==> src/source/ps2_settings.svh <==
// PS/2 receiver build settings
`ifndef PS2_SETTINGS_SVH
`define PS2_SETTINGS_SVH

// ------------------------------------------------------------
// frame layout
// ------------------------------------------------------------
`define PS2_FRAME_BITS 11        // start, 8 data, parity, stop

// ------------------------------------------------------------
// idle watchdog, 60 us at 25 MHz
// ------------------------------------------------------------
`define PS2_WATCHDOG_CYCLES 1500 // clk cycles of quiet high clock
`define PS2_WATCHDOG_BITS 11     // wide enough for the count above

// shift key events set no data-ready when this is 1
`define PS2_TRAP_SHIFT_KEYS 1

`endif

==> src/source/ps2_frame_pkg.sv <==
// PS/2 serial frame types
`include "ps2_settings.svh"

package ps2_frame_pkg;

  // raw shift register contents
  // bit 0 is the start bit once a full frame is in
  // bits 8..1 hold the data byte, LSB first on the wire
  // bit 9 is parity, bit 10 the stop bit
  typedef logic [`PS2_FRAME_BITS-1:0] frame_t;

  // counts falling PS/2 clock edges within a frame
  // needs to reach PS2_FRAME_BITS, so 4 bits
  typedef logic [3:0] bit_count_t;

endpackage

==> src/source/ps2_key_pkg.sv <==
// PS/2 key code types and constants
package ps2_key_pkg;

  // ------------------------------------------------------------
  // data types
  // ------------------------------------------------------------
  typedef logic [7:0] scan_code_t;  // one byte from the keyboard
  typedef logic [7:0] ascii_t;      // translated character

  // ------------------------------------------------------------
  // special codes of scan code set 2
  // ------------------------------------------------------------

  // prefix codes, these never produce output on their own
  localparam scan_code_t EXTEND_CODE  = 8'he0;  // extended key follows
  localparam scan_code_t RELEASE_CODE = 8'hf0;  // key up follows

  // the two shift keys, tracked by the decoder
  localparam scan_code_t LEFT_SHIFT_CODE  = 8'h12;
  localparam scan_code_t RIGHT_SHIFT_CODE = 8'h59;

endpackage

==> src/source/ps2_frame_if.sv <==
// PS/2 frame bus between receive stages
`timescale 1ns/1ps

interface ps2_frame_if;
  import ps2_key_pkg::*;

  logic       sample;          // one cycle per falling ps2 clock edge
  logic       data_bit;        // synchronized data line
  logic       watchdog_clear;  // idle timeout, drop partial frame
  logic       frame_done;      // full frame present this cycle
  scan_code_t scan_code;       // data byte of the frame

  // clock follower produces the bit strobes
  modport clock_side (output sample, output data_bit, output watchdog_clear);

  // shifter turns strobes into frames
  modport shift_side (input sample, input data_bit, input watchdog_clear,
                      output frame_done, output scan_code);

  // decoder only sees finished frames
  modport key_side (input frame_done, input scan_code);

endinterface

==> src/source/ps2_clock_fsm.sv <==
// PS/2 clock follower
`timescale 1ns/1ps

module ps2_clock_fsm (
  input  logic clk,
  input  logic reset,
  input  logic ps2_clk,
  input  logic ps2_data,
  output logic timer_enable,
  input  logic timer_expired,
  ps2_frame_if.clock_side frame
);

  typedef enum logic [1:0] {
    CLK_HIGH,   // idle or between bits
    FALL_MARK,  // one cycle after a falling edge
    CLK_LOW,
    RISE_MARK   // one cycle after a rising edge
  } state_t;

  logic   ps2_clk_s;      // lines registered once into clk domain
  logic   ps2_data_s;
  state_t state;
  state_t next_state;
  logic   watchdog_done;  // one clear per idle stretch

  always_ff @(posedge clk)
  begin
    ps2_clk_s  <= ps2_clk;
    ps2_data_s <= ps2_data;
  end

  // reset parks in the rising marker, timer starts from zero
  always_ff @(posedge clk)
  begin
    if (reset)
      state <= RISE_MARK;
    else
      state <= next_state;
  end

  always_comb
  begin
    next_state = state;
    case (state)
      CLK_HIGH:
        if (!ps2_clk_s)
          next_state = FALL_MARK;
      FALL_MARK: next_state = CLK_LOW;
      CLK_LOW:
        if (ps2_clk_s)
          next_state = RISE_MARK;
      default:   next_state = CLK_HIGH;  // rising marker
    endcase
  end

  // ------------------------------------------------------------
  // strobes to the shifter and timer control
  // ------------------------------------------------------------
  assign timer_enable   = (state == CLK_HIGH) || (state == CLK_LOW);
  assign frame.sample   = (state == FALL_MARK);
  assign frame.data_bit = ps2_data_s;
  assign frame.watchdog_clear = (state == CLK_HIGH) && timer_expired &&
                                ps2_clk_s && !watchdog_done;

  // timer stays saturated, so remember the clear was sent
  always_ff @(posedge clk)
  begin
    if (reset || state != CLK_HIGH)
      watchdog_done <= 1'b0;
    else if (frame.watchdog_clear)
      watchdog_done <= 1'b1;
  end

  a_sample_single: assert property (@(posedge clk) disable iff (reset)
    frame.sample |=> !frame.sample);

endmodule

==> src/source/ps2_watchdog_timer.sv <==
// PS/2 idle watchdog
`timescale 1ns/1ps
`include "ps2_settings.svh"

module ps2_watchdog_timer (
  input  logic clk,
  input  logic enable,   // held low for a cycle at each ps2 clock edge
  output logic expired
);

  localparam logic [`PS2_WATCHDOG_BITS-1:0] LAST_COUNT =
    `PS2_WATCHDOG_BITS'(`PS2_WATCHDOG_CYCLES - 1);

  logic [`PS2_WATCHDOG_BITS-1:0] count;

  // saturating up counter, restarts whenever enable drops
  always_ff @(posedge clk)
  begin
    if (!enable)
      count <= '0;
    else if (!expired)
      count <= count + 1'b1;  // stop at the terminal value
  end

  assign expired = (count == LAST_COUNT);

  // counter must saturate and never wrap past the terminal value
  a_count_saturates: assert property (@(posedge clk)
    enable |=> count <= LAST_COUNT);

endmodule

==> src/source/ps2_frame_shifter.sv <==
// PS/2 frame shift register
`timescale 1ns/1ps
`include "ps2_settings.svh"

module ps2_frame_shifter (
  input  logic clk,
  input  logic reset,
  ps2_frame_if.shift_side frame
);
  import ps2_frame_pkg::*;

  localparam bit_count_t LAST_BIT = bit_count_t'(`PS2_FRAME_BITS);

  frame_t     shift_reg;  // bits arrive LSB first and enter at the top
  bit_count_t bit_count;

  // ------------------------------------------------------------
  // bit counter
  // ------------------------------------------------------------
  always_ff @(posedge clk)
  begin
    if (reset)
      bit_count <= '0;
    else if (frame.frame_done || frame.watchdog_clear)
      bit_count <= '0;                   // frame finished or abandoned
    else if (frame.sample)
      bit_count <= bit_count + 1'b1;
  end

  // one line bit shifts in on each sample
  always_ff @(posedge clk)
  begin
    if (frame.sample)
      shift_reg <= {frame.data_bit, shift_reg[`PS2_FRAME_BITS-1:1]};
  end

  // high for the single cycle after the last sample
  assign frame.frame_done = (bit_count == LAST_BIT);

  // data byte sits between start bit and parity
  assign frame.scan_code = shift_reg[8:1];

  // sample strobes must never run the count past a full frame
  a_count_bound: assert property (@(posedge clk) disable iff (reset)
    bit_count <= LAST_BIT);

endmodule

==> src/source/ps2_ascii_map.sv <==
// Scan code to ASCII table
`timescale 1ns/1ps

module ps2_ascii_map (
  input  ps2_key_pkg::scan_code_t scan_code,
  input  logic                    shift,
  output ps2_key_pkg::ascii_t     ascii
);
  import ps2_key_pkg::*;

  ascii_t base;       // unshifted character
  logic   is_letter;

  always_comb
  begin
    case (scan_code)
      8'h1c: base = 8'h61;  // a
      8'h32: base = 8'h62;  // b
      8'h21: base = 8'h63;  // c
      8'h23: base = 8'h64;  // d
      8'h24: base = 8'h65;  // e
      8'h2b: base = 8'h66;  // f
      8'h34: base = 8'h67;  // g
      8'h33: base = 8'h68;  // h
      8'h43: base = 8'h69;  // i
      8'h3b: base = 8'h6a;  // j
      8'h42: base = 8'h6b;  // k
      8'h4b: base = 8'h6c;  // l
      8'h3a: base = 8'h6d;  // m
      8'h31: base = 8'h6e;  // n
      8'h44: base = 8'h6f;  // o
      8'h4d: base = 8'h70;  // p
      8'h15: base = 8'h71;  // q
      8'h2d: base = 8'h72;  // r
      8'h1b: base = 8'h73;  // s
      8'h2c: base = 8'h74;  // t
      8'h3c: base = 8'h75;  // u
      8'h2a: base = 8'h76;  // v
      8'h1d: base = 8'h77;  // w
      8'h22: base = 8'h78;  // x
      8'h35: base = 8'h79;  // y
      8'h1a: base = 8'h7a;  // z
      8'h45: base = 8'h30;  // 0, digits ignore shift
      8'h16: base = 8'h31;
      8'h1e: base = 8'h32;
      8'h26: base = 8'h33;
      8'h25: base = 8'h34;
      8'h2e: base = 8'h35;
      8'h36: base = 8'h36;
      8'h3d: base = 8'h37;
      8'h3e: base = 8'h38;
      8'h46: base = 8'h39;  // 9
      8'h29: base = 8'h20;  // space
      8'h5a: base = 8'h0d;  // enter
      8'h66: base = 8'h08;  // backspace
      8'h0d: base = 8'h09;  // tab
      8'h76: base = 8'h1b;  // escape
      default: base = 8'h2e;  // '.' for anything unlisted
    endcase
  end

  // only a..z take the shift, upper case sits 20h lower
  assign is_letter = (base >= 8'h61) && (base <= 8'h7a);
  assign ascii     = (shift && is_letter) ? base - 8'h20 : base;

endmodule

==> src/source/ps2_key_decoder.sv <==
// PS/2 key code decoder
`timescale 1ns/1ps
`include "ps2_settings.svh"

module ps2_key_decoder (
  input  logic clk,
  input  logic reset,
  ps2_frame_if.key_side frame,
  input  logic rx_read,
  output logic rx_extended,
  output logic rx_released,
  output logic rx_shift_key_on,
  output ps2_key_pkg::scan_code_t rx_scan_code,
  output ps2_key_pkg::ascii_t rx_ascii,
  output logic rx_data_ready
);
  import ps2_key_pkg::*;

  logic   is_extend;
  logic   is_release;
  logic   is_left_shift;
  logic   is_right_shift;
  logic   key_event;      // any non-prefix frame, clears the holds
  logic   output_strobe;  // key event that reaches the host
  logic   hold_extended;
  logic   hold_released;
  logic   left_shift_on;
  logic   right_shift_on;
  ascii_t ascii;

  assign is_extend      = (frame.scan_code == EXTEND_CODE);
  assign is_release     = (frame.scan_code == RELEASE_CODE);
  assign is_left_shift  = (frame.scan_code == LEFT_SHIFT_CODE);
  assign is_right_shift = (frame.scan_code == RIGHT_SHIFT_CODE);

  assign key_event     = frame.frame_done && !is_extend && !is_release;
  assign output_strobe = key_event && ((`PS2_TRAP_SHIFT_KEYS == 0) ||
                                       !(is_left_shift || is_right_shift));

  // ------------------------------------------------------------
  // prefix holds and shift state
  // ------------------------------------------------------------
  always_ff @(posedge clk)
  begin
    if (reset || key_event)
    begin
      hold_extended <= 1'b0;
      hold_released <= 1'b0;
    end
    else if (frame.frame_done)
    begin
      hold_extended <= hold_extended | is_extend;
      hold_released <= hold_released | is_release;
    end
  end

  always_ff @(posedge clk)
  begin
    if (reset)
    begin
      left_shift_on  <= 1'b0;
      right_shift_on <= 1'b0;
    end
    else if (frame.frame_done)
    begin
      if (is_left_shift)
        left_shift_on <= !hold_released;   // make or break
      if (is_right_shift)
        right_shift_on <= !hold_released;
    end
  end

  assign rx_shift_key_on = left_shift_on || right_shift_on;

  ps2_ascii_map u_ascii_map (
    .scan_code (frame.scan_code),
    .shift     (rx_shift_key_on),
    .ascii     (ascii)
  );

  // ------------------------------------------------------------
  // host side registers
  // ------------------------------------------------------------
  always_ff @(posedge clk)
  begin
    if (reset)
    begin
      rx_extended  <= 1'b0;
      rx_released  <= 1'b0;
      rx_scan_code <= '0;
      rx_ascii     <= '0;
    end
    else if (output_strobe)
    begin
      rx_extended  <= hold_extended;
      rx_released  <= hold_released;
      rx_scan_code <= frame.scan_code;
      rx_ascii     <= ascii;
    end
  end

  // new key wins over a read in the same cycle, no buffering
  always_ff @(posedge clk)
  begin
    if (reset)
      rx_data_ready <= 1'b0;
    else if (output_strobe)
      rx_data_ready <= 1'b1;
    else if (rx_read)
      rx_data_ready <= 1'b0;
  end

  a_ready_needs_read: assert property (@(posedge clk) disable iff (reset)
    $fell(rx_data_ready) |-> $past(rx_read));

endmodule

==> src/source/ps2_keyboard_rx.sv <==
// PS/2 keyboard receiver top
`timescale 1ns/1ps

module ps2_keyboard_rx (
  input  logic                    clk,
  input  logic                    reset,
  input  logic                    ps2_clk,
  input  logic                    ps2_data,
  output logic                    rx_extended,
  output logic                    rx_released,
  output logic                    rx_shift_key_on,
  output ps2_key_pkg::scan_code_t rx_scan_code,
  output ps2_key_pkg::ascii_t     rx_ascii,
  output logic                    rx_data_ready,
  input  logic                    rx_read
);

  logic timer_enable;   // follower in a steady clock state
  logic timer_expired;  // idle for the full watchdog time

  ps2_frame_if u_frame_if ();

  // ------------------------------------------------------------
  // line follower and its idle timer
  // ------------------------------------------------------------
  ps2_clock_fsm u_clock_fsm (
    .clk           (clk),
    .reset         (reset),
    .ps2_clk       (ps2_clk),
    .ps2_data      (ps2_data),
    .timer_enable  (timer_enable),
    .timer_expired (timer_expired),
    .frame         (u_frame_if.clock_side)
  );

  ps2_watchdog_timer u_watchdog_timer (
    .clk     (clk),
    .enable  (timer_enable),
    .expired (timer_expired)
  );

  // ------------------------------------------------------------
  // frame assembly and key decode
  // ------------------------------------------------------------
  ps2_frame_shifter u_frame_shifter (
    .clk   (clk),
    .reset (reset),
    .frame (u_frame_if.shift_side)
  );

  ps2_key_decoder u_key_decoder (
    .clk             (clk),
    .reset           (reset),
    .frame           (u_frame_if.key_side),
    .rx_read         (rx_read),
    .rx_extended     (rx_extended),
    .rx_released     (rx_released),
    .rx_shift_key_on (rx_shift_key_on),
    .rx_scan_code    (rx_scan_code),
    .rx_ascii        (rx_ascii),
    .rx_data_ready   (rx_data_ready)
  );

endmodule

==> config.mk <==
export PLATFORM = sky130hd
export DESIGN_NAME = ps2_keyboard_rx
export DESIGN_NICKNAME = d
export VERILOG_FILES = /design/src/source/ps2_frame_pkg.sv /design/src/source/ps2_key_pkg.sv /design/src/source/ps2_frame_if.sv /design/src/source/ps2_clock_fsm.sv /design/src/source/ps2_watchdog_timer.sv /design/src/source/ps2_frame_shifter.sv /design/src/source/ps2_ascii_map.sv /design/src/source/ps2_key_decoder.sv /design/src/source/ps2_keyboard_rx.sv
export VERILOG_INCLUDE_DIRS = /design/src /design/src/source
export SDC_FILE = /design/constraint.sdc
export NUM_CORES = 1
export LEC_CHECK = 0
export BUFFER_PORTS_ARGS = -buffer_cell sky130_fd_sc_hd__buf_4
export CELL_PAD_IN_SITES_DETAIL_PLACEMENT = 1
export CELL_PAD_IN_SITES_GLOBAL_PLACEMENT = 1
export CORE_MARGIN = 2
export CORE_UTILIZATION = 30
export DETAILED_ROUTE_END_ITERATION = 8
export HOLD_SLACK_MARGIN = 0.02
export PLACE_DENSITY = 0.54
export SYNTH_ARGS = -nofsm -noshare
export SYNTH_HDL_FRONTEND = slang
export SYNTH_SLANG_ARGS = --single-unit
==> constraint.sdc <==
create_clock -name clk -period 4.6 [get_ports clk]
set_input_delay 0.46 -clock clk [delete_from_list [all_inputs] [get_ports clk]]
set_output_delay 0.46 -clock clk [all_outputs]
set_load 0.1 [all_outputs]
==> results.yml <==
timing:
  min_period_ns: 3.099
  worstMarginPinSlew_ns: 0.8425
  fin_crit_sh_pct: 67.36
  fmax_mhz: 322.7
  finClkSkew_ns: 0.005411
  setup_tns_ns: 0
  maxSlewViolCount: 0
  slew-limit-headroom_pct: 42.63
  finalSetupViolCount: 0
  grt_setup_unrepaired: "false"
  final_hold_viol_count: 0
layout:
  diodes: 0
  final_cells: 550
  fin_util_pct: 34.63
  final_cell_mix: "dfxtp_1 (50), nand2_1 (42), nor2_1 (41)"
  drive_above_1_share_pct: 14.99
  area_growth_pct: 13.45
  nets: 424
  final_common_cell: "dfxtp_1"
  fin_area_sq_um: 3938
worst_setup_path:
  crit_type: "register to register"
  ff2ff_path_depth: 10
  path_max_fanout: 18
  required_ns: 4.78
  start_kind: "register"
  cp-end-kind: "register"
  cp.arrival_ns: 3.28
synth:
  seq_area_frac_synth_pct: 37.49
  async_flop_share_pct: 0
  synth.avg_cell_area_sq_um: 8.854
  yosysTopAreaCell: "dfxtp_1"
  yosysTopAreaCellShare_pct: 28.84
  synthMuxAreaShare_pct: 7.282
  yosys_most_used_dff: "dfxtp_1"
  syn-num-nets: 414
  ys_seq_elements: 60
  synth_compound_area_share_pct: 16.69
  netlist_area_sq_um: 3471
  synthSimpleGateAreaFrac_pct: 22.71
  ys_warn_count: 0
  synth_xor_area_share_pct: 3.028
  synth_edf_count: 10
  synth_fa_ha_area_share_pct: 6.128
  synth_top_family_by_area: "simple AND/OR/NAND/NOR gates"
  postSynthCellCount: 392
  synth.area.top_cells: "dfxtp_1 (29%), edfxtp_1 (8.7%), ha_1 (6.1%)"
  synth.distinct_cells: 65
power:
  p_leak_nw: 1.456
  p_comb_share_pct: 34.5
  power_mw: 2.021
  p_switching_uw: 768.5
  internal-power_mw: 1.252
  powerDensity_nw_per_um2: 513.3
  seq_power_share_pct: 34.5
  p_sw_share_pct: 38.03
  ir_worst_vdd_uv: 180.6
  clock_power_share_pct: 31.0
drt:
  drt_first_pass_iters: 4
  drtIter0Drc: 130
  antenna_left: 0
  dr_total_vias: 2874
  remaining_drc_errors: 0
  avgRoutedWirePerCell_microns: 16.09
  vias_per_cell: 5.225
  wl_microns: 8850
clock_network:
  cts_tree: "done"
  clock-root-buffer: "clkbuf_16"
  cts_resized: 0
  insertion_delay_ns: 0.32
  cts_inserted_buffers: 9
  cts_max_path_buffers: 2
  htreeDepth: 3
  clk_pin_slew_worst_paths_ns: 0.05
  postCtsSetupBuffers: 0
  holdBufCountCts: 0
  cts_sinks: 60
floorplan:
  core_area_sq_um: 11370
  io_pins: 25
  core.rowCount: 39
  die_h_microns: 111.6
  start_util_pct: 30.53
  dieArea_sq_um: 12450
  die_x_microns: 111.6
grt:
  gr-total-overflow: 0
  grt_pass1_vias: 2879
  grt_pass1_wl_microns: 15110
  grt_max_degree: 27
  grt.total_usage_pct: 14.83
  antenna_found_initial: 0
placed_design:
  post-dp-hpwl_microns: 6255
  place_area_sq_um: 3659
  gp_routability_congestion: 0.8247
  dp.cells: 534
  io_buffers: 24
hold_path:
  whs_path_depth: 1
  hp-class: "input port to register"
run_status:
  status: "complete, no violations"
run:
  cap_viol_max_count: 0
==> final timing paths <==
path	from	endpoint	slack [ns]
setup / recovery	u_clock_fsm.state[1]	register	1.50
hold / removal	ps2_data	u_clock_fsm.frame.data_bit	0.23
setup reg to reg	u_clock_fsm.state[1]	register	1.50
hold reg to reg	u_clock_fsm.frame.data_bit	u_frame_shifter.shift_reg[10]	0.40
==> critical path: stages (launching register included) <==
cell and delay [ns]:
dfxtp_1 0.32, inv_1 0.12, ha_1 0.67, mux2_2 0.45
inv_1 0.17, ha_1 0.39, nor2_1 0.07, a211o_1 0.26
a311o_1 0.31, o21ai_1 0.10, a221oi_2 0.09
==> synth_stat cells (3+ instances only) <==
cell type  number
a211o_1         3
a211oi_1        4
a21oi_1        33
a31oi_1         4
buf_2           8
buf_6           9
clkbuf_1        7
dfxtp_1        50
edfxtp_1       10
ha_1           17
inv_1          11
mux2_2          3
mux2i_1        13
nand2_1        42
nand2b_1        3
nand3_1        25
nand4_1         6
nand4b_1        4
nor2_1         41
nor3_1         16
o2111ai_1       3
o211ai_1        5
o21ai_0         8
o221ai_1        3
xnor2_1         4
xor2_1          8
==> cells by family after synthesis <==
kind of cell | after synthesis
xor+xnor | 12
mux | 21
buf+inv | 39
fa+ha+maj | 17
compound gates | 84
simple gates | 159
flops | 60
==> cell type report <==
| type | instances | area (sq um) |
|---|---|---|
| Clock buffer | 12 | 256.5 |
| Fill cell | 1335 | 7432 |
| Tap cell | 143 | 178.9 |
| Inverter | 12 | 45.04 |
| Sequential cell | 60 | 1301 |
| Timing Repair Buffer | 26 | 195.2 |
| Multi-Input combinational cell | 293 | 1938 |
| Clock inverter | 4 | 22.52 |
==> metrics by stage <==
step / worst slack, ns / hold WS [ns]
after floorplan: 1.901 / 0.3855
after global placement: 1.600 / 0.3875
after detailed placement: 1.519 / 0.3902
after CTS: 1.501 / 0.2233
after global routing: 1.171 / 0.2188
final: 1.501 / 0.2349
==> power by group through the flow <==
| stage | combinational (mW) | sequential [mW] | clock (mW) |
|---|---|---|---|
| 3_3_place_gp | 0.694 | 0.708 | 0 |
| 3_5_place_dp | 0.691 | 0.708 | 0 |
| 6_report | 0.697 | 0.697 | 0.628 |
| 5_1_grt | 0.780 | 0.711 | 0.677 |
| 4_1_cts | 0.695 | 0.698 | 0.650 |
| 2_1_floorplan | 0.594 | 0.657 | 0 |
==> per-layer routing <==
layer | GRT usage [%] | up-vias | part of all wire [%]
met1 | 19.87 | 1397 | 50
met5 | 0 | - | 0
met2 | 23.82 | 36 | 46
met3 | 3.647 | 11 | 2.7
met4 | 4.362 | 0 | 1.3
li1 | - | 1430 | -
Note: power is estimated with default switching activity, not from simulation.
